==> src/verilog/csr_pkg.sv <==
package csr_pkg;

    localparam int XLEN       = 32;
    localparam int CSR_ADDR_W = 12;

    // Machine interrupt lines, index into the 3-bit enable and pending vectors
    localparam int NUM_IRQ   = 3;
    localparam int IRQ_SOFT  = 0;
    localparam int IRQ_TIMER = 1;
    localparam int IRQ_EXT   = 2;

    typedef enum logic [1:0] {
        PRIV_U = 2'd0,
        PRIV_M = 2'd3
    } priv_mode_e;

    typedef enum logic [2:0] {
        CMD_NONE  = 3'd0,
        CMD_W     = 3'd1,
        CMD_S     = 3'd2,
        CMD_C     = 3'd3,
        CMD_ECALL = 3'd4,
        CMD_MRET  = 3'd5
    } csr_cmd_e;

    typedef enum logic [CSR_ADDR_W-1:0] {
        MSTATUS  = 12'h300,
        MISA     = 12'h301,
        MIE      = 12'h304,
        MTVEC    = 12'h305,
        MSCRATCH = 12'h340,
        MEPC     = 12'h341,
        MCAUSE   = 12'h342,
        MIP      = 12'h344
    } csr_addr_e;

    // RV32IM, MXL = 1
    localparam logic [XLEN-1:0] MISA_VALUE = 32'h4000_1100;

    localparam logic [XLEN-1:0] CAUSE_ILLEGAL_INSTR = 32'd2;
    localparam logic [XLEN-1:0] CAUSE_ECALL_BASE    = 32'd8;
    localparam logic [XLEN-1:0] CAUSE_M_SOFT_INTR   = 32'h8000_0003;
    localparam logic [XLEN-1:0] CAUSE_M_TIMER_INTR  = 32'h8000_0007;
    localparam logic [XLEN-1:0] CAUSE_M_EXT_INTR    = 32'h8000_000b;

    // mstatus fields
    localparam int MSTATUS_MIE_BIT  = 3;
    localparam int MSTATUS_MPIE_BIT = 7;
    localparam int MSTATUS_MPP_LO   = 11;
    localparam int MSTATUS_MPP_HI   = 12;

    // Same positions in mie and mip
    localparam int MIE_MSIE_BIT = 3;
    localparam int MIE_MTIE_BIT = 7;
    localparam int MIE_MEIE_BIT = 11;

    typedef enum logic [1:0] {
        TVEC_DIRECT   = 2'b00,
        TVEC_VECTORED = 2'b01
    } tvec_mode_e;

    typedef union packed {
        logic [XLEN-1:0] raw;
        struct packed {
            logic [XLEN-3:0] base;
            tvec_mode_e      mode;
        } tvec;
    } csr_word_u;

    typedef struct packed {
        csr_cmd_e              cmd;
        logic [CSR_ADDR_W-1:0] addr;
        logic [XLEN-1:0]       operand;
        logic [XLEN-1:0]       pc;
    } csr_req_t;

    typedef struct packed {
        logic [XLEN-1:0] rdata;
        logic            trap;
        logic            redirect;
        logic [XLEN-1:0] target;
    } csr_rsp_t;

    typedef enum logic [1:0] {
        COMMIT_NONE  = 2'd0,
        COMMIT_WRITE = 2'd1,
        COMMIT_TRAP  = 2'd2,
        COMMIT_MRET  = 2'd3
    } commit_e;

    typedef struct packed {
        logic            take;
        logic [XLEN-1:0] cause;
        logic [XLEN-1:0] vector;
    } trap_dec_t;

endpackage

==> src/verilog/csr_sequencer.sv <==
module csr_sequencer import csr_pkg::*; (
    input  logic            clk,
    input  logic            rst_i,

    input  logic            req_i,
    input  csr_req_t        req_data_i,
    input  logic [XLEN-1:0] rdata_i,
    input  priv_mode_e      mode_i,
    input  logic [XLEN-1:0] mepc_i,
    input  trap_dec_t       trap_dec_i,

    output logic            ack_o,
    output csr_rsp_t        rsp_o,
    output csr_req_t        held_req_o,
    output commit_e         commit_o,
    output logic            expt_o,
    output logic [XLEN-1:0] expt_cause_o
);

    typedef enum logic [1:0] {
        SEQ_IDLE,
        SEQ_BUSY,
        SEQ_ACK
    } seq_state_e;

    seq_state_e state_q;
    seq_state_e state_d;

    logic       is_write;
    logic       is_ecall;
    logic       priv_fault;
    logic       mret_fault;
    logic       read_only;
    csr_rsp_t   rsp_d;

    // Privilege check on the held request
    always_comb begin
        is_write   = (held_req_o.cmd == CMD_W) || (held_req_o.cmd == CMD_S) ||
                     (held_req_o.cmd == CMD_C);
        is_ecall   = (held_req_o.cmd == CMD_ECALL);
        priv_fault = is_write && (held_req_o.addr[9:8] > mode_i);
        mret_fault = (held_req_o.cmd == CMD_MRET) && (mode_i != PRIV_M);
        read_only  = (held_req_o.addr[11:10] == 2'b11);

        expt_o       = priv_fault || mret_fault || is_ecall;
        expt_cause_o = is_ecall ? CAUSE_ECALL_BASE + {30'b0, mode_i} : CAUSE_ILLEGAL_INSTR;
    end

    always_comb begin
        state_d = state_q;
        case (state_q)
            SEQ_IDLE: if (req_i) state_d = SEQ_BUSY;
            SEQ_BUSY: state_d = SEQ_ACK;
            SEQ_ACK:  if (!req_i) state_d = SEQ_IDLE;
            default:  state_d = SEQ_IDLE;
        endcase
    end

    // Commit action and response, both used only in the busy cycle
    always_comb begin
        commit_o = COMMIT_NONE;
        rsp_d    = '0;
        if (trap_dec_i.take) begin
            rsp_d.trap     = 1'b1;
            rsp_d.redirect = 1'b1;
            rsp_d.target   = trap_dec_i.vector;
            if (state_q == SEQ_BUSY) commit_o = COMMIT_TRAP;
        end else if (held_req_o.cmd == CMD_MRET) begin
            rsp_d.redirect = 1'b1;
            rsp_d.target   = mepc_i;
            if (state_q == SEQ_BUSY) commit_o = COMMIT_MRET;
        end else begin
            // Old value, before the write lands
            rsp_d.rdata = rdata_i;
            if (state_q == SEQ_BUSY && is_write && !read_only) commit_o = COMMIT_WRITE;
        end
    end

    always_ff @(posedge clk) begin
        if (rst_i) begin
            state_q <= SEQ_IDLE;
            rsp_o   <= '0;
        end else begin
            state_q <= state_d;
            if (state_q == SEQ_BUSY) rsp_o <= rsp_d;
        end
    end

    always_ff @(posedge clk) begin
        if (state_q == SEQ_IDLE && req_i) held_req_o <= req_data_i;
    end

    assign ack_o = (state_q == SEQ_ACK);

endmodule

==> src/verilog/csr_regfile.sv <==
module csr_regfile import csr_pkg::*; (
    input  logic               clk,
    input  logic               rst_i,

    input  csr_req_t           held_req_i,
    input  commit_e            commit_i,
    input  trap_dec_t          trap_dec_i,

    input  logic               sw_irq_i,
    input  logic               ext_irq_i,
    input  logic [63:0]        mtime_i,
    input  logic [63:0]        mtimecmp_i,

    output logic [XLEN-1:0]    rdata_o,
    output priv_mode_e         mode_o,
    output logic               mstatus_mie_o,
    output logic [NUM_IRQ-1:0] mie_o,
    output logic [NUM_IRQ-1:0] mip_o,
    output csr_word_u          mtvec_o,
    output logic [XLEN-1:0]    mepc_o
);

    priv_mode_e      mode;
    logic            mstatus_mie;
    logic            mstatus_mpie;
    priv_mode_e      mstatus_mpp;
    logic [NUM_IRQ-1:0] mie;
    csr_word_u       mtvec;
    logic [XLEN-1:0] mscratch;
    logic [XLEN-1:0] mepc;
    logic [XLEN-1:0] mcause;

    logic [XLEN-1:0] mstatus_word;
    logic [XLEN-1:0] mie_word;
    logic [XLEN-1:0] mip_word;
    csr_word_u       wdata;

    // Pending bits follow the input levels directly
    always_comb begin
        mip_o            = '0;
        mip_o[IRQ_SOFT]  = sw_irq_i;
        mip_o[IRQ_TIMER] = (mtime_i >= mtimecmp_i);
        mip_o[IRQ_EXT]   = ext_irq_i;
    end

    always_comb begin
        mstatus_word                                = '0;
        mstatus_word[MSTATUS_MIE_BIT]               = mstatus_mie;
        mstatus_word[MSTATUS_MPIE_BIT]              = mstatus_mpie;
        mstatus_word[MSTATUS_MPP_HI:MSTATUS_MPP_LO] = mstatus_mpp;

        mie_word               = '0;
        mie_word[MIE_MSIE_BIT] = mie[IRQ_SOFT];
        mie_word[MIE_MTIE_BIT] = mie[IRQ_TIMER];
        mie_word[MIE_MEIE_BIT] = mie[IRQ_EXT];

        mip_word               = '0;
        mip_word[MIE_MSIE_BIT] = mip_o[IRQ_SOFT];
        mip_word[MIE_MTIE_BIT] = mip_o[IRQ_TIMER];
        mip_word[MIE_MEIE_BIT] = mip_o[IRQ_EXT];
    end

    // Read mux, unimplemented addresses read as zero
    always_comb begin
        case (held_req_i.addr)
            MSTATUS:  rdata_o = mstatus_word;
            MISA:     rdata_o = MISA_VALUE;
            MIE:      rdata_o = mie_word;
            MTVEC:    rdata_o = mtvec.raw;
            MSCRATCH: rdata_o = mscratch;
            MEPC:     rdata_o = mepc;
            MCAUSE:   rdata_o = mcause;
            MIP:      rdata_o = mip_word;
            default:  rdata_o = '0;
        endcase
    end

    always_comb begin
        case (held_req_i.cmd)
            CMD_W:   wdata.raw = held_req_i.operand;
            CMD_S:   wdata.raw = rdata_o | held_req_i.operand;
            CMD_C:   wdata.raw = rdata_o & ~held_req_i.operand;
            default: wdata.raw = '0;
        endcase
    end

    always_ff @(posedge clk) begin
        if (rst_i) begin
            mode         <= PRIV_M;
            mstatus_mie  <= 1'b0;
            mstatus_mpie <= 1'b0;
            mstatus_mpp  <= PRIV_U;
            mie          <= '0;
            mtvec        <= '0;
            mscratch     <= '0;
            mepc         <= '0;
            mcause       <= '0;
        end else begin
            case (commit_i)
                COMMIT_WRITE: begin
                    case (held_req_i.addr)
                        MSTATUS: begin
                            mstatus_mie  <= wdata.raw[MSTATUS_MIE_BIT];
                            mstatus_mpie <= wdata.raw[MSTATUS_MPIE_BIT];
                            // Only M and U exist, anything but 2'b11 lands in U
                            mstatus_mpp  <= (wdata.raw[MSTATUS_MPP_HI:MSTATUS_MPP_LO] == 2'b11) ?
                                            PRIV_M : PRIV_U;
                        end
                        MIE: begin
                            mie[IRQ_SOFT]  <= wdata.raw[MIE_MSIE_BIT];
                            mie[IRQ_TIMER] <= wdata.raw[MIE_MTIE_BIT];
                            mie[IRQ_EXT]   <= wdata.raw[MIE_MEIE_BIT];
                        end
                        MTVEC: begin
                            mtvec.tvec.base <= wdata.tvec.base;
                            mtvec.tvec.mode <= wdata.tvec.mode[0] ? TVEC_VECTORED : TVEC_DIRECT;
                        end
                        MSCRATCH: mscratch <= wdata.raw;
                        MEPC:     mepc     <= {wdata.raw[XLEN-1:2], 2'b00};
                        MCAUSE:   mcause   <= wdata.raw;
                        default: begin
                        end
                    endcase
                end
                COMMIT_TRAP: begin
                    mepc         <= held_req_i.pc;
                    mcause       <= trap_dec_i.cause;
                    mstatus_mpie <= mstatus_mie;
                    mstatus_mie  <= 1'b0;
                    mstatus_mpp  <= mode;
                    mode         <= PRIV_M;
                end
                COMMIT_MRET: begin
                    mode         <= mstatus_mpp;
                    mstatus_mie  <= mstatus_mpie;
                    mstatus_mpie <= 1'b1;
                    mstatus_mpp  <= PRIV_U;
                end
                default: begin
                end
            endcase
        end
    end

    assign mode_o        = mode;
    assign mstatus_mie_o = mstatus_mie;
    assign mie_o         = mie;
    assign mtvec_o       = mtvec;
    assign mepc_o        = mepc;

endmodule

==> src/verilog/csr_trap_ctrl.sv <==
module csr_trap_ctrl import csr_pkg::*; (
    input  logic               expt_i,
    input  logic [XLEN-1:0]    expt_cause_i,
    input  priv_mode_e         mode_i,
    input  logic               mstatus_mie_i,
    input  logic [NUM_IRQ-1:0] mie_i,
    input  logic [NUM_IRQ-1:0] mip_i,
    input  csr_word_u          mtvec_i,

    output trap_dec_t          trap_dec_o
);

    logic               global_en;
    logic [NUM_IRQ-1:0] active;
    logic [XLEN-1:0]    intr_cause;
    logic [XLEN-1:0]    base;

    // U-mode can always be interrupted by M-level sources
    always_comb begin
        global_en = (mode_i == PRIV_U) || mstatus_mie_i;
        active    = mie_i & mip_i & {NUM_IRQ{global_en}};
    end

    // External, then software, then timer
    always_comb begin
        if (active[IRQ_EXT]) begin
            intr_cause = CAUSE_M_EXT_INTR;
        end else if (active[IRQ_SOFT]) begin
            intr_cause = CAUSE_M_SOFT_INTR;
        end else if (active[IRQ_TIMER]) begin
            intr_cause = CAUSE_M_TIMER_INTR;
        end else begin
            intr_cause = '0;
        end
    end

    always_comb begin
        base = {mtvec_i.tvec.base, 2'b00};

        trap_dec_o.take  = expt_i || (|active);
        trap_dec_o.cause = expt_i ? expt_cause_i : intr_cause;

        // Exceptions always go to the base
        if (!expt_i && mtvec_i.tvec.mode == TVEC_VECTORED) begin
            trap_dec_o.vector = base + {intr_cause[XLEN-3:0], 2'b00};
        end else begin
            trap_dec_o.vector = base;
        end
    end

endmodule

==> src/verilog/csr_unit_top.sv <==
module csr_unit_top import csr_pkg::*; (
    input  logic        clk,
    input  logic        rst_i,

    input  logic        req_i,
    input  csr_req_t    req_data_i,

    input  logic        sw_irq_i,
    input  logic        ext_irq_i,
    input  logic [63:0] mtime_i,
    input  logic [63:0] mtimecmp_i,

    output logic        ack_o,
    output csr_rsp_t    rsp_o,
    output priv_mode_e  priv_mode_o
);

    csr_req_t              held_req;
    commit_e               commit;
    logic [XLEN-1:0]       rdata;
    logic [XLEN-1:0]       mepc;
    logic                  mstatus_mie;
    logic [NUM_IRQ-1:0]    mie;
    logic [NUM_IRQ-1:0]    mip;
    csr_word_u             mtvec;
    logic                  expt;
    logic [XLEN-1:0]       expt_cause;
    trap_dec_t             trap_dec;

    csr_sequencer csr_sequencer_inst (
        .clk          (clk),
        .rst_i        (rst_i),
        .req_i        (req_i),
        .req_data_i   (req_data_i),
        .rdata_i      (rdata),
        .mode_i       (priv_mode_o),
        .mepc_i       (mepc),
        .trap_dec_i   (trap_dec),
        .ack_o        (ack_o),
        .rsp_o        (rsp_o),
        .held_req_o   (held_req),
        .commit_o     (commit),
        .expt_o       (expt),
        .expt_cause_o (expt_cause)
    );

    csr_regfile csr_regfile_inst (
        .clk           (clk),
        .rst_i         (rst_i),
        .held_req_i    (held_req),
        .commit_i      (commit),
        .trap_dec_i    (trap_dec),
        .sw_irq_i      (sw_irq_i),
        .ext_irq_i     (ext_irq_i),
        .mtime_i       (mtime_i),
        .mtimecmp_i    (mtimecmp_i),
        .rdata_o       (rdata),
        .mode_o        (priv_mode_o),
        .mstatus_mie_o (mstatus_mie),
        .mie_o         (mie),
        .mip_o         (mip),
        .mtvec_o       (mtvec),
        .mepc_o        (mepc)
    );

    csr_trap_ctrl csr_trap_ctrl_inst (
        .expt_i        (expt),
        .expt_cause_i  (expt_cause),
        .mode_i        (priv_mode_o),
        .mstatus_mie_i (mstatus_mie),
        .mie_i         (mie),
        .mip_i         (mip),
        .mtvec_i       (mtvec),
        .trap_dec_o    (trap_dec)
    );

endmodule

==> config.mk <==
export PLATFORM = sky130hd
export DESIGN_NAME = csr_unit_top
export DESIGN_NICKNAME = d
export VERILOG_FILES = /design/src/verilog/csr_pkg.sv /design/src/verilog/csr_sequencer.sv /design/src/verilog/csr_regfile.sv /design/src/verilog/csr_trap_ctrl.sv /design/src/verilog/csr_unit_top.sv
export SDC_FILE = /design/constraint.sdc
export NUM_CORES = 1
export LEC_CHECK = 0
export BUFFER_PORTS_ARGS = -buffer_cell sky130_fd_sc_hd__buf_2
export CAP_MARGIN = 20
export CORE_MARGIN = 1.5
export CORE_UTILIZATION = 50
export DETAILED_ROUTE_END_ITERATION = 7
export PLACE_DENSITY = 0.75
export SLEW_MARGIN = 20
export SYNTH_ARGS = -nofsm -noshare
export SYNTH_HDL_FRONTEND = slang
export SYNTH_SLANG_ARGS = --single-unit
==> constraint.sdc <==
create_clock -name clk -period 21.5 [get_ports clk]
set_input_delay 1.075 -clock clk [delete_from_list [all_inputs] [get_ports clk]]
set_output_delay 1.075 -clock clk [all_outputs]
set_load 0.02 [all_outputs]
# Yosys cells after proc, flatten, opt, wreduce, memory -nomap -nowiden
# Cells that the tools add are included.
[word_totals] ff_bits=284 latch_bits=0 ram_bits=0 romBits=0 out_inout_bits=69 elab_cells=115 mem_count=0
[classes] n_addsub=2 n_mul=0 div=0 order_cmp=2 eq_ne=27 shifts=0 mux=34 bitwise=5 reduce_logical=27
[ops] operator="2-to-1 mux 32 bit" n=10
[ops] operator="one-hot mux 32 bit (8 select lines)" n=1
[ops] operator="one-hot mux 32 bit (2 select lines)" n=2
[ops] operator="equality test 12 x 10 -> 1 bit (second input constant)" n=8
[ops] operator="one-hot mux 32 bit (3 select lines)" n=1
[ops] operator="2-to-1 mux 33 bit" n=2
[ops] operator="greater-or-equal comparator 64 bit" n=1
[ops] operator="adder 32 bit" n=1
[ops] operator="bitwise AND 32 bit" n=1
[ops] operator="NOT 32 bit" n=1
[ops] operator="bitwise OR 32 bit" n=1
[ops] operator="2-to-1 mux 2 bit" n=8
[ops] operator="AND reduction 2 bit" n=7
[ops] operator="one-hot mux 2 bit (3 select lines)" n=2
[ops] operator="equality test 2 bit (second input constant)" n=5
[ops] operator="bitwise AND 3 bit" n=2
[ops] operator="equality test 2 x 1 -> 1 bit (second input constant)" n=3
[ops] operator="equality test 3 x 2 -> 1 bit (second input constant)" n=2
[ops] operator="equality test 3 bit (second input constant)" n=2
[ops] operator="logical AND 1 bit" n=6
[ops] operator="logical OR 1 bit" n=6
[ops] operator="inequality test 2 x 1 -> 1 bit (second input constant)" n=3
[ops] operator="inequality test 2 bit (second input constant)" n=3
[ops] operator="one-hot mux 1 bit (3 select lines)" n=2
[ops] operator="other kinds (10)" n=17

# Logic depth before layout (Yosys ltp)
# Gate-level depths: netlist of run 1.
[logic_depth] word_depth=11 mapped_depth=20

# Cells and area by module
# A second synthesis of run 1 with hierarchy kept.
[unflattened] cells_unflattened=1786 hier_area_um2=15344.7
[modules_own_cells] mod="csr_regfile" instances=1 cells_per_inst=1143 area_each_um2=8503.2
[modules_own_cells] mod="csr_sequencer" instances=1 cells_per_inst=482 area_each_um2=5741.8
[modules_own_cells] mod="csr_trap_ctrl" instances=1 cells_per_inst=161 area_each_um2=1099.8

# Least setup slack after synthesis of run 1
# Ideal clock, no wire load.
[synth_path] kind="in2reg" start="input req_i" end="register csr_sequencer_inst.held_req_o[0] (netlist bit), enable pin" setup_ps=631 arrival_time_ps=6799 required_time_ps=20869 slack_ps=14071 cell_stages=1 path_cell_list="nor3b_1"
[synth_between] elab_chain_cells=1
[synth_rtl] item="start: declaration" line_no="csr_unit_top.sv:5" rtl="input logic req_i,"
[synth_rtl] item="logical AND 1 bit" line_no="csr_sequencer.sv:90" rtl="if (state_q == SEQ_IDLE && req_i) held_req_o <= req_data_i;"
[synth_rtl] item="end signal: assignment" line_no="csr_sequencer.sv:90"
[synth_rtl] item="end: declaration" line_no="csr_sequencer.sv:14" rtl="output csr_req_t held_req_o,"
# No other way between the ends.
# A chain may end at the register's enable or synchronous reset.

# Final worst setup path of run 1
[layout_path] start="input mtime_i[61]" end="register csr_sequencer_inst.rsp_o[28] (netlist name)"
[layout_between] elab_chain_cells=9
[layout_rtl] item="start: declaration" line_no="csr_unit_top.sv:10" rtl="input logic [63:0] mtime_i,"
[layout_rtl] item="greater-or-equal comparator 64 bit (*)" line_no="csr_regfile.sv:42" rtl="mip_o[IRQ_TIMER] = (mtime_i >= mtimecmp_i);"
[layout_rtl] item="bitwise AND 3 bit (*) (2 in series)" line_no="csr_trap_ctrl.sv:21" rtl="active = mie_i & mip_i & {NUM_IRQ{global_en}};"
[layout_rtl] item="2-to-1 mux 32 bit" line_no="csr_trap_ctrl.sv:30" rtl="end else if (active[IRQ_TIMER]) begin"
[layout_rtl] item="2-to-1 mux 32 bit" line_no="csr_trap_ctrl.sv:28" rtl="end else if (active[IRQ_SOFT]) begin"
[layout_rtl] item="2-to-1 mux 32 bit" line_no="csr_trap_ctrl.sv:26" rtl="if (active[IRQ_EXT]) begin"
[layout_rtl] item="adder 32 bit" line_no="csr_trap_ctrl.sv:45" rtl="trap_dec_o.vector = base + {intr_cause[XLEN-3:0], 2'b00};"
[layout_rtl] item="2-to-1 mux 32 bit" line_no="csr_trap_ctrl.sv:44" rtl="if (!expt_i && mtvec_i.tvec.mode == TVEC_VECTORED) begin"
[layout_rtl] item="2-to-1 mux 33 bit (*)" line_no="csr_sequencer.sv:63" rtl="if (trap_dec_i.take) begin"
# Mark *: on every way between the ends. The rest lies on a longest branch, timed or not.

==> key figures, run 1 <==
Status
  – Outcome: complete, no violations

Setup path
  – Slowest CP cell: a2111oi_1
  – Req. time, crit path: 21.99 ns
  – Critical path cell sequence: buf_2 > ha_1 > nand4_1 > nor4_1 > nand4_1 > a311oi_1 > or4_1 > and2_1 > ha_1 > inv_1 > fa_1 > nor2b_1 > o21ai_0 > a2111oi_1 > nand4_1 > nor3_1 > xnor2_1 > mux2_1 > a21oi_1
  – Startpoint class of the critical path: input port
  – Critical path peak fanout: 8
  – Most frequent CP cell: nand4_1
  – CP max stage delay: 0.66 ns
  – WP data arrival: 6.58 ns
  – Crit end category: flop
  – WS Path Type: in -> reg

CTS
  – CTS-repair resized insts: 0
  – Insertion delay to the later sink of the worst-skew pair: 0.56 ns
  – CTS H-tree depth: 1
  – Clk slew on worst S/H paths: 0.06 ns
  – Root Driver: clkbuf_16
  – CTS max path bufs: 3
  – Clk sinks: 283
  – Num CTS Buffers: 29
  – CTS tree: built
  – CTS Hold Buffers Added: 0
  – Setup bufs post-CTS: 0

Detailed routing
  – Total Wirelength: 44.97 mm
  – DRT iter0 DRCs: 1276
  – First-pass DRT Iterations: 6
  – Residual DRC: 0
  – Wire length on met3: 4.712 mm
  – WL met2: 19.94 mm
  – Final ANT Viol Nets: 0
  – Top Layer Used: met4
  – Vias: 13050
  – Post-DR vias/cell: 5.974
  – DR WL/cell: 20.58 um
  – Met1 Wirelength: 19.29 mm

Synthesis
  – Synth area leaders: dfxtp_1 28%, edfxtp_1 16%, mux2i_1 6.1%
  – Yosys cell types: 74
  – Post-synth EDFFs: 79
  – Most instantiated cells after synthesis: 204 x dfxtp_1, 177 x nand2_1, 148 x a21oi_1
  – Register bit total from synthesis: 283
  – Most common cell in the netlist: dfxtp_1
  – Mean post-synth cell area: 9.365 um2
  – Synth async-reset ratio: 0%
  – Top cell type's share of synthesized area: 28.24%
  – Synth Cell Area: 14460 um2
  – Seq/Total Area, Yosys: 44.65%
  – Net Count, Synth: 1827
  – Synth warn: 0
  – Area leader, netlist: dfxtp_1
  – Synth Flop Type: dfxtp_1
  – Post-Synthesis Cells: 1544

Placed design
  – GP Congestion: 0.9896
  – Detail Placement HPWL: 32.08 mm
  – Worst slack at placement: 14.89 ns
  – Dpl cells: 2130
  – IO Port Bufs: 280

STA
  – Final setup vio count: 0
  – Slew HR: 34.67%
  – Final Slew Violations: 0
  – Hold violation count in the final report: 0
  – Fin crit period: 6.091 ns
  – Setup WS post-layout: 15.41 ns
  – Final period utilization: 28.33%
  – Fin Clk Skew: 0.02140 ns
  – RSZ-0062 raised after global routing: false
  – Max Clock Freq: 164.2 MHz
  – Worst-Margin Slew: 0.9800 ns
  – Final setup TNS: 0 ns

Layout
  – Fillers: 2498
  – Non-Filler Instances: 2185
  – Nets: 2060
  – Area Growth Syn to Fin: 18.55%
  – Layout cell share with drive strength beyond 1: 21.78%

Power
  – Leak: 6.781 nW
  – Max VDD drop: 59.03 uV
  – PwrDens: 70.54 nW/um2
  – Total power: 1.209 mW

Global route
  – Global-route wire length before repair: 69.50 mm
  – Gr usage total: 29.07%
  – Via count of the first global-routing pass: 12320
  – Largest net degree at the start of global routing: 84
  – GR Overflow Total: 0
  – Initial antenna violation count: 1

Hold path
  – Hold/Removal Path Class: reg -> reg

Floorplan
  – Core Rows: 62
  – Core region area: 28550 um2
  – Initial Util: 50.65%
  – Die footprint: 29950 um2
  – Die Wd: 173.1 um
  – I/O pins: 281
  – Chip height: 173.1 um

Run
  – Max Cap Viol: 0
==> worst paths after layout <==
check                                             startpoint  slack (ns)                            to  cells past startpoint
worst max register to register    csr_regfile_inst.mode_o[1]       16.89  csr_sequencer_inst.rsp_o[28]                     14
worst min register to register  csr_sequencer_inst.rsp_o[45]        0.45  csr_sequencer_inst.rsp_o[45]                      2
worst min-delay path            csr_sequencer_inst.rsp_o[45]        0.45  csr_sequencer_inst.rsp_o[45]                      2
worst max-delay path                             mtime_i[61]       15.41  csr_sequencer_inst.rsp_o[28]                     19
==> flip-flops by register name (all words and copies together) (netlist names) <==
register / cells
csr_regfile_inst.mstatus_mpp: 2
csr_regfile_inst.mepc_o: 32
csr_regfile_inst.mtvec_o: 31
csr_regfile_inst.mie_o: 3
csr_regfile_inst.mode_o: 2
csr_regfile_inst.mscratch: 32
csr_sequencer_inst.state_q: 2
csr_regfile_inst.mstatus_mie_o: 1
csr_regfile_inst.mcause: 32
csr_sequencer_inst.held_req_o: 79
csr_sequencer_inst.rsp_o: 66
csr_regfile_inst.mstatus_mpie: 1
==> metal layers <==
| layer | vias to the layer above | GRT usage (%) |
|---|---|---|
| li1 | 6100 | - |
| met1 | 6193 | 40.82 |
| met2 | 685 | 45.61 |
| met3 | 75 | 5.761 |
| met4 | 0 | 8.116 |
| met5 | - | 0 |
==> layout make-up <==
cell class / count / area (um2) / area share (%)
multi-input combinational: 1076 / 7326 / 42.73
sequential: 283 / 6456 / 37.66
timing repair buffer: 306 / 1599 / 9.328
clock buffer: 36 / 803.3 / 4.686
tap: 384 / 480.5 / 2.803
inverter: 81 / 304.0 / 1.774
clock inverter: 18 / 171.4 / 0.9999
antenna: 1 / 2.502 / 0.01460
==> worst max-delay path: cells and delay by family <==
kind | cells | cell delay, ns
simple gates | 8 | 2.86
compound gates | 4 | 1.25
fa+ha+maj | 3 | 0.84
mux | 1 | 0.29
buf+inv | 2 | 0.17
xor+xnor | 1 | 0.09
==> logic make-up after synthesis <==
| kind of cell | Yosys count | share of synthesized area [%] |
|---|---|---|
| compound gates | 410 | 19.12 |
| xor+xnor | 27 | 1.635 |
| flops | 283 | 44.65 |
| simple gates | 465 | 15.88 |
| fa+ha+maj | 71 | 6.195 |
| buf+inv | 185 | 5.261 |
| mux | 103 | 7.260 |
==> layout by cell type (no fill, tap or decap), types with 29 or more instances in the layout <==
cell type	count
buf_2	279
dfxtp_1	204
nand2_1	177
a21oi_1	147
nor2_1	94
mux2i_1	88
inv_1	81
edfxtp_1	79
ha_1	70
o21ai_0	58
a22o_1	56
nand3_1	40
nand3b_1	39
clkbuf_16	30
o211ai_1	29
==> report_power, final <==
part / switching [mW] / internal (mW)
sequential: 0.0107 / 0.566
clock: 0.212 / 0.301
combinational: 0.0769 / 0.0431
total: 0.300 / 0.910
==> metrics by stage <==
step	instance area (um2)	util [%]	hold slack [ns]
2_1_floorplan	14460	-	0.4385
3_3_place_gp	16160	56.60	0.4337
3_5_place_dp	16160	56.60	0.4407
4_1_cts	17130	60.01	0.4543
5_1_grt	17140	60.05	0.4879
6_report	17140	60.05	0.4528
Note: power is estimated with default switching activity, not from simulation.
==> run 2: changes to the inputs <==
clock period = 6.2 ns   (was 21.5 ns; I/O delays follow)
==> key figures, run 2 (synthesis gave the netlist of run 1 again) <==
Placed design
  – IO Port Bufs: 280 (unchanged)
  – GP Congestion: 0.9748 (-1.5%)
  – Detail Placement HPWL: 31.92 mm (-0.48%)

Setup path
  – WP data arrival: 5.54 ns (-1.04 ns)
  – Worst r2r dst: csr_sequencer_inst.rsp_o[28]
  – Critical path peak fanout: 8 (unchanged)
  – R2R Setup Slk: 1.75 ns (-15.14 ns)
  – Startpoint class of the critical path: input port
  – R2r worst-path depth: 15 (+1)
  – Crit end category: flop
  – R2r startpoint: csr_regfile_inst.mode_o[1]
  – WS Path Type: in -> reg
  – Req. time, crit path: 6.69 ns (-15.30 ns)

Detailed routing
  – DR WL/cell: 20.29 um (-1.4%)
  – Total Wirelength: 46.01 mm (+2.3%)
  – Vias: 13350 (+2.3%)
  – DRT iter0 DRCs: 1457 (+14%)
  – Final ANT Viol Nets: 0 (unchanged)
  – Met1 Wirelength: 19.35 mm (+0.30%)
  – Residual DRC: 0 (unchanged)
  – Post-DR vias/cell: 5.889 (-1.4%)
  – Wire length on met3: 4.753 mm (+0.87%)
  – WL met2: 20.72 mm (+3.9%)
  – Top Layer Used: met4
  – First-pass DRT Iterations: 6 (unchanged)

Power
  – PwrDens: 238.3 nW/um2 (+240%)
  – Max VDD drop: 209.5 uV (+250%)
  – Clock share of power: 42.6% (+0.2 points)
  – Int Pwr: 3.244 mW (+260%)
  – Share of total power in combinational logic: 10.8% (+0.9 points)
  – Psw: 1.040 mW (+250%)
  – Seq pwr share: 46.6% (-1.1 points)
  – Total power: 4.284 mW (+250%)
  – Sw Ratio: 24.28% (-0.51 points)
  – Leak: 7.129 nW (+5.1%)

CTS
  – Num CTS Buffers: 29 (unchanged)
  – CTS max path bufs: 3 (unchanged)
  – Setup bufs post-CTS: 0 (unchanged)
  – CTS H-tree depth: 1 (unchanged)
  – Clk slew on worst S/H paths: 0.06 ns (about the same)
  – Root Driver: clkbuf_16
  – Insertion delay to the later sink of the worst-skew pair: 0.56 ns (about the same)
  – CTS tree: built
  – Clk sinks: 283 (unchanged)
  – CTS-repair resized insts: 0 (unchanged)

STA
  – Final setup TNS: 0 ns (unchanged)
  – Hold violation count in the final report: 0 (unchanged)
  – Max Clock Freq: 197.8 MHz
  – Slew HR: 30.38% (-4.3 points)
  – Worst-Margin Slew: 1.036 ns (+0.05556 ns)
  – Fin Clk Skew: 0.01086 ns (-0.01055 ns)
  – Final setup vio count: 0 (unchanged)
  – RSZ-0062 raised after global routing: false
  – Final Slew Violations: 0 (unchanged)
  – Fin crit period: 5.055 ns
  – Final period utilization: 81.53%

Layout
  – Most common cell after layout, fill and taps aside: buf_2
  – Most frequent cells in the layout: 279 x buf_2, 204 x dfxtp_1, 177 x nand2_1, 148 x a21oi_1, 94 x nor2_1
  – Antenna cells: 0 (-1)
  – Largest regs: csr_sequencer_inst.held_req_o: 79 flops, csr_sequencer_inst.rsp_o: 66 flops
  – Top reg by flops: csr_sequencer_inst.held_req_o
  – Layout cell share with drive strength beyond 1: 20.76% (-1.0 points)
  – Max reg flops: 79 (unchanged)
  – Nets: 2143 (+4.0%)
  – Area Growth Syn to Fin: 24.34%

Status
  – Outcome: complete, no violations

Global route
  – Gr usage total: 29.99% (+0.91 points)
  – GR Overflow Total: 0 (unchanged)
  – Via count of the first global-routing pass: 12910 (+4.8%)
  – Initial antenna violation count: 0 (-1)
  – Global-route wire length before repair: 71.52 mm (+2.9%)
  – Largest net degree at the start of global routing: 84 (unchanged)

Floorplan
  – I/O pins: 281 (unchanged)
  – Chip height: 173.1 um (unchanged)
  – Core region area: 28550 um2 (unchanged)
  – Die footprint: 29950 um2 (unchanged)
  – Core Rows: 62 (unchanged)
  – Die Wd: 173.1 um (unchanged)
  – Initial Util: 50.65% (unchanged)

Hold path
  – Hold path cells: 3 (+1)
  – Hold/Removal Path Class: in -> reg
  – Hold Crit Start: req_i
  – Hold Crit Endpoint: csr_sequencer_inst.state_q[1]

Run
  – Max Cap Viol: 0 (unchanged)
## run 2: cell types whose count changed in the layout (fill, tap and decap cells not counted), sizes merged
cell	before	now
buf	306	310
bufinv	3	4
clkbuf	36	42
clkinv	13	7
clkinvlp	1	0
diode	1	0
dlygate4sd3	0	79
## run 2: repair_timing
item / in CTS / in global routing
setup endpoints to repair: 0 / 0
hold buffers: 79 / 0
endpoints found under the hold margin: 79 / 0
## run 2: worst max-delay path by stage
stage / startpoint / end / slack (ns) / cells past startpoint
5_1_grt: mtimecmp_i[61] / csr_sequencer_inst.rsp_o[28] / 0.75 / 21
3_3_place_gp: mtime_i[57] / csr_sequencer_inst.rsp_o[28] / 0.83 / 20
3_5_place_dp: mtime_i[57] / csr_sequencer_inst.rsp_o[28] / 0.59 / 20
4_1_cts: mtime_i[57] / csr_sequencer_inst.rsp_o[28] / 1.17 / 20
6_report: mtime_i[57] / csr_sequencer_inst.rsp_o[28] / 1.14 / 20
2_1_floorplan: mtimecmp_i[61] / csr_sequencer_inst.rsp_o[28] / 1.65 / 20
## run 2: cell type report
| class | instances | area (um2) |
|---|---|---|
| Clock buffer | 42 | 834.6 |
| Clock inverter | 12 | 163.9 |
| Fill cell | 2388 | 10570 |
| Inverter | 81 | 304.0 |
| Multi-Input combinational cell | 1076 | 7321 |
| Sequential cell | 283 | 6456 |
| Tap cell | 384 | 480.5 |
| Timing Repair Buffer | 389 | 2420 |
## run 2: routing by layer
metal / vias up / global-route usage [%]
met1: 6219 / 41.22
met4: 0 / 9.275
met5: - / 0
li1: 6260 / -
met3: 99 / 5.387
met2: 773 / 48.12
## run 2: power by group through the flow
stage               Combinational, mW  Clock [mW]  Sequential [mW]
floorplan                       0.229           0             2.04
CTS                             0.455        1.84             2.00
detailed placement              0.414           0             2.04
global placement                0.403           0             2.04
global route                    0.504        1.91             2.00
finish                          0.462        1.82             2.00
## run 2: critical path, stage by stage
cell       delay, ns
buf_2           0.12
ha_1            0.30
nand4_1         0.17
nor4_1          0.62
nand4_1         0.25
a311oi_1        0.33
or4_1           0.17
buf_4           0.20
and2_1          0.20
ha_1            0.18
inv_1           0.05
fa_1            0.37
nor2b_1         0.15
o21ai_0         0.12
a2111oi_1       0.64
nand4_1         0.47
nor3_1          0.34
xnor2_1         0.10
mux2_1          0.29
a21oi_1         0.15
## run 2: per-stage QoR
step           cells  instance area, um2  setup slack [ns]  hold WS, ns  utilization [%]
2_1_floorplan   1544               14470             1.647       0.4089                -
6_report        2267               17980             1.145     0.009587            62.98
4_1_cts         2267               17980             1.168    0.0007052            62.98
3_3_place_gp    2134               16190            0.8263       0.4376            56.71
3_5_place_dp    2134               16190            0.5854       0.4363            56.71
5_1_grt         2267               17980            0.7467      0.03399            62.98
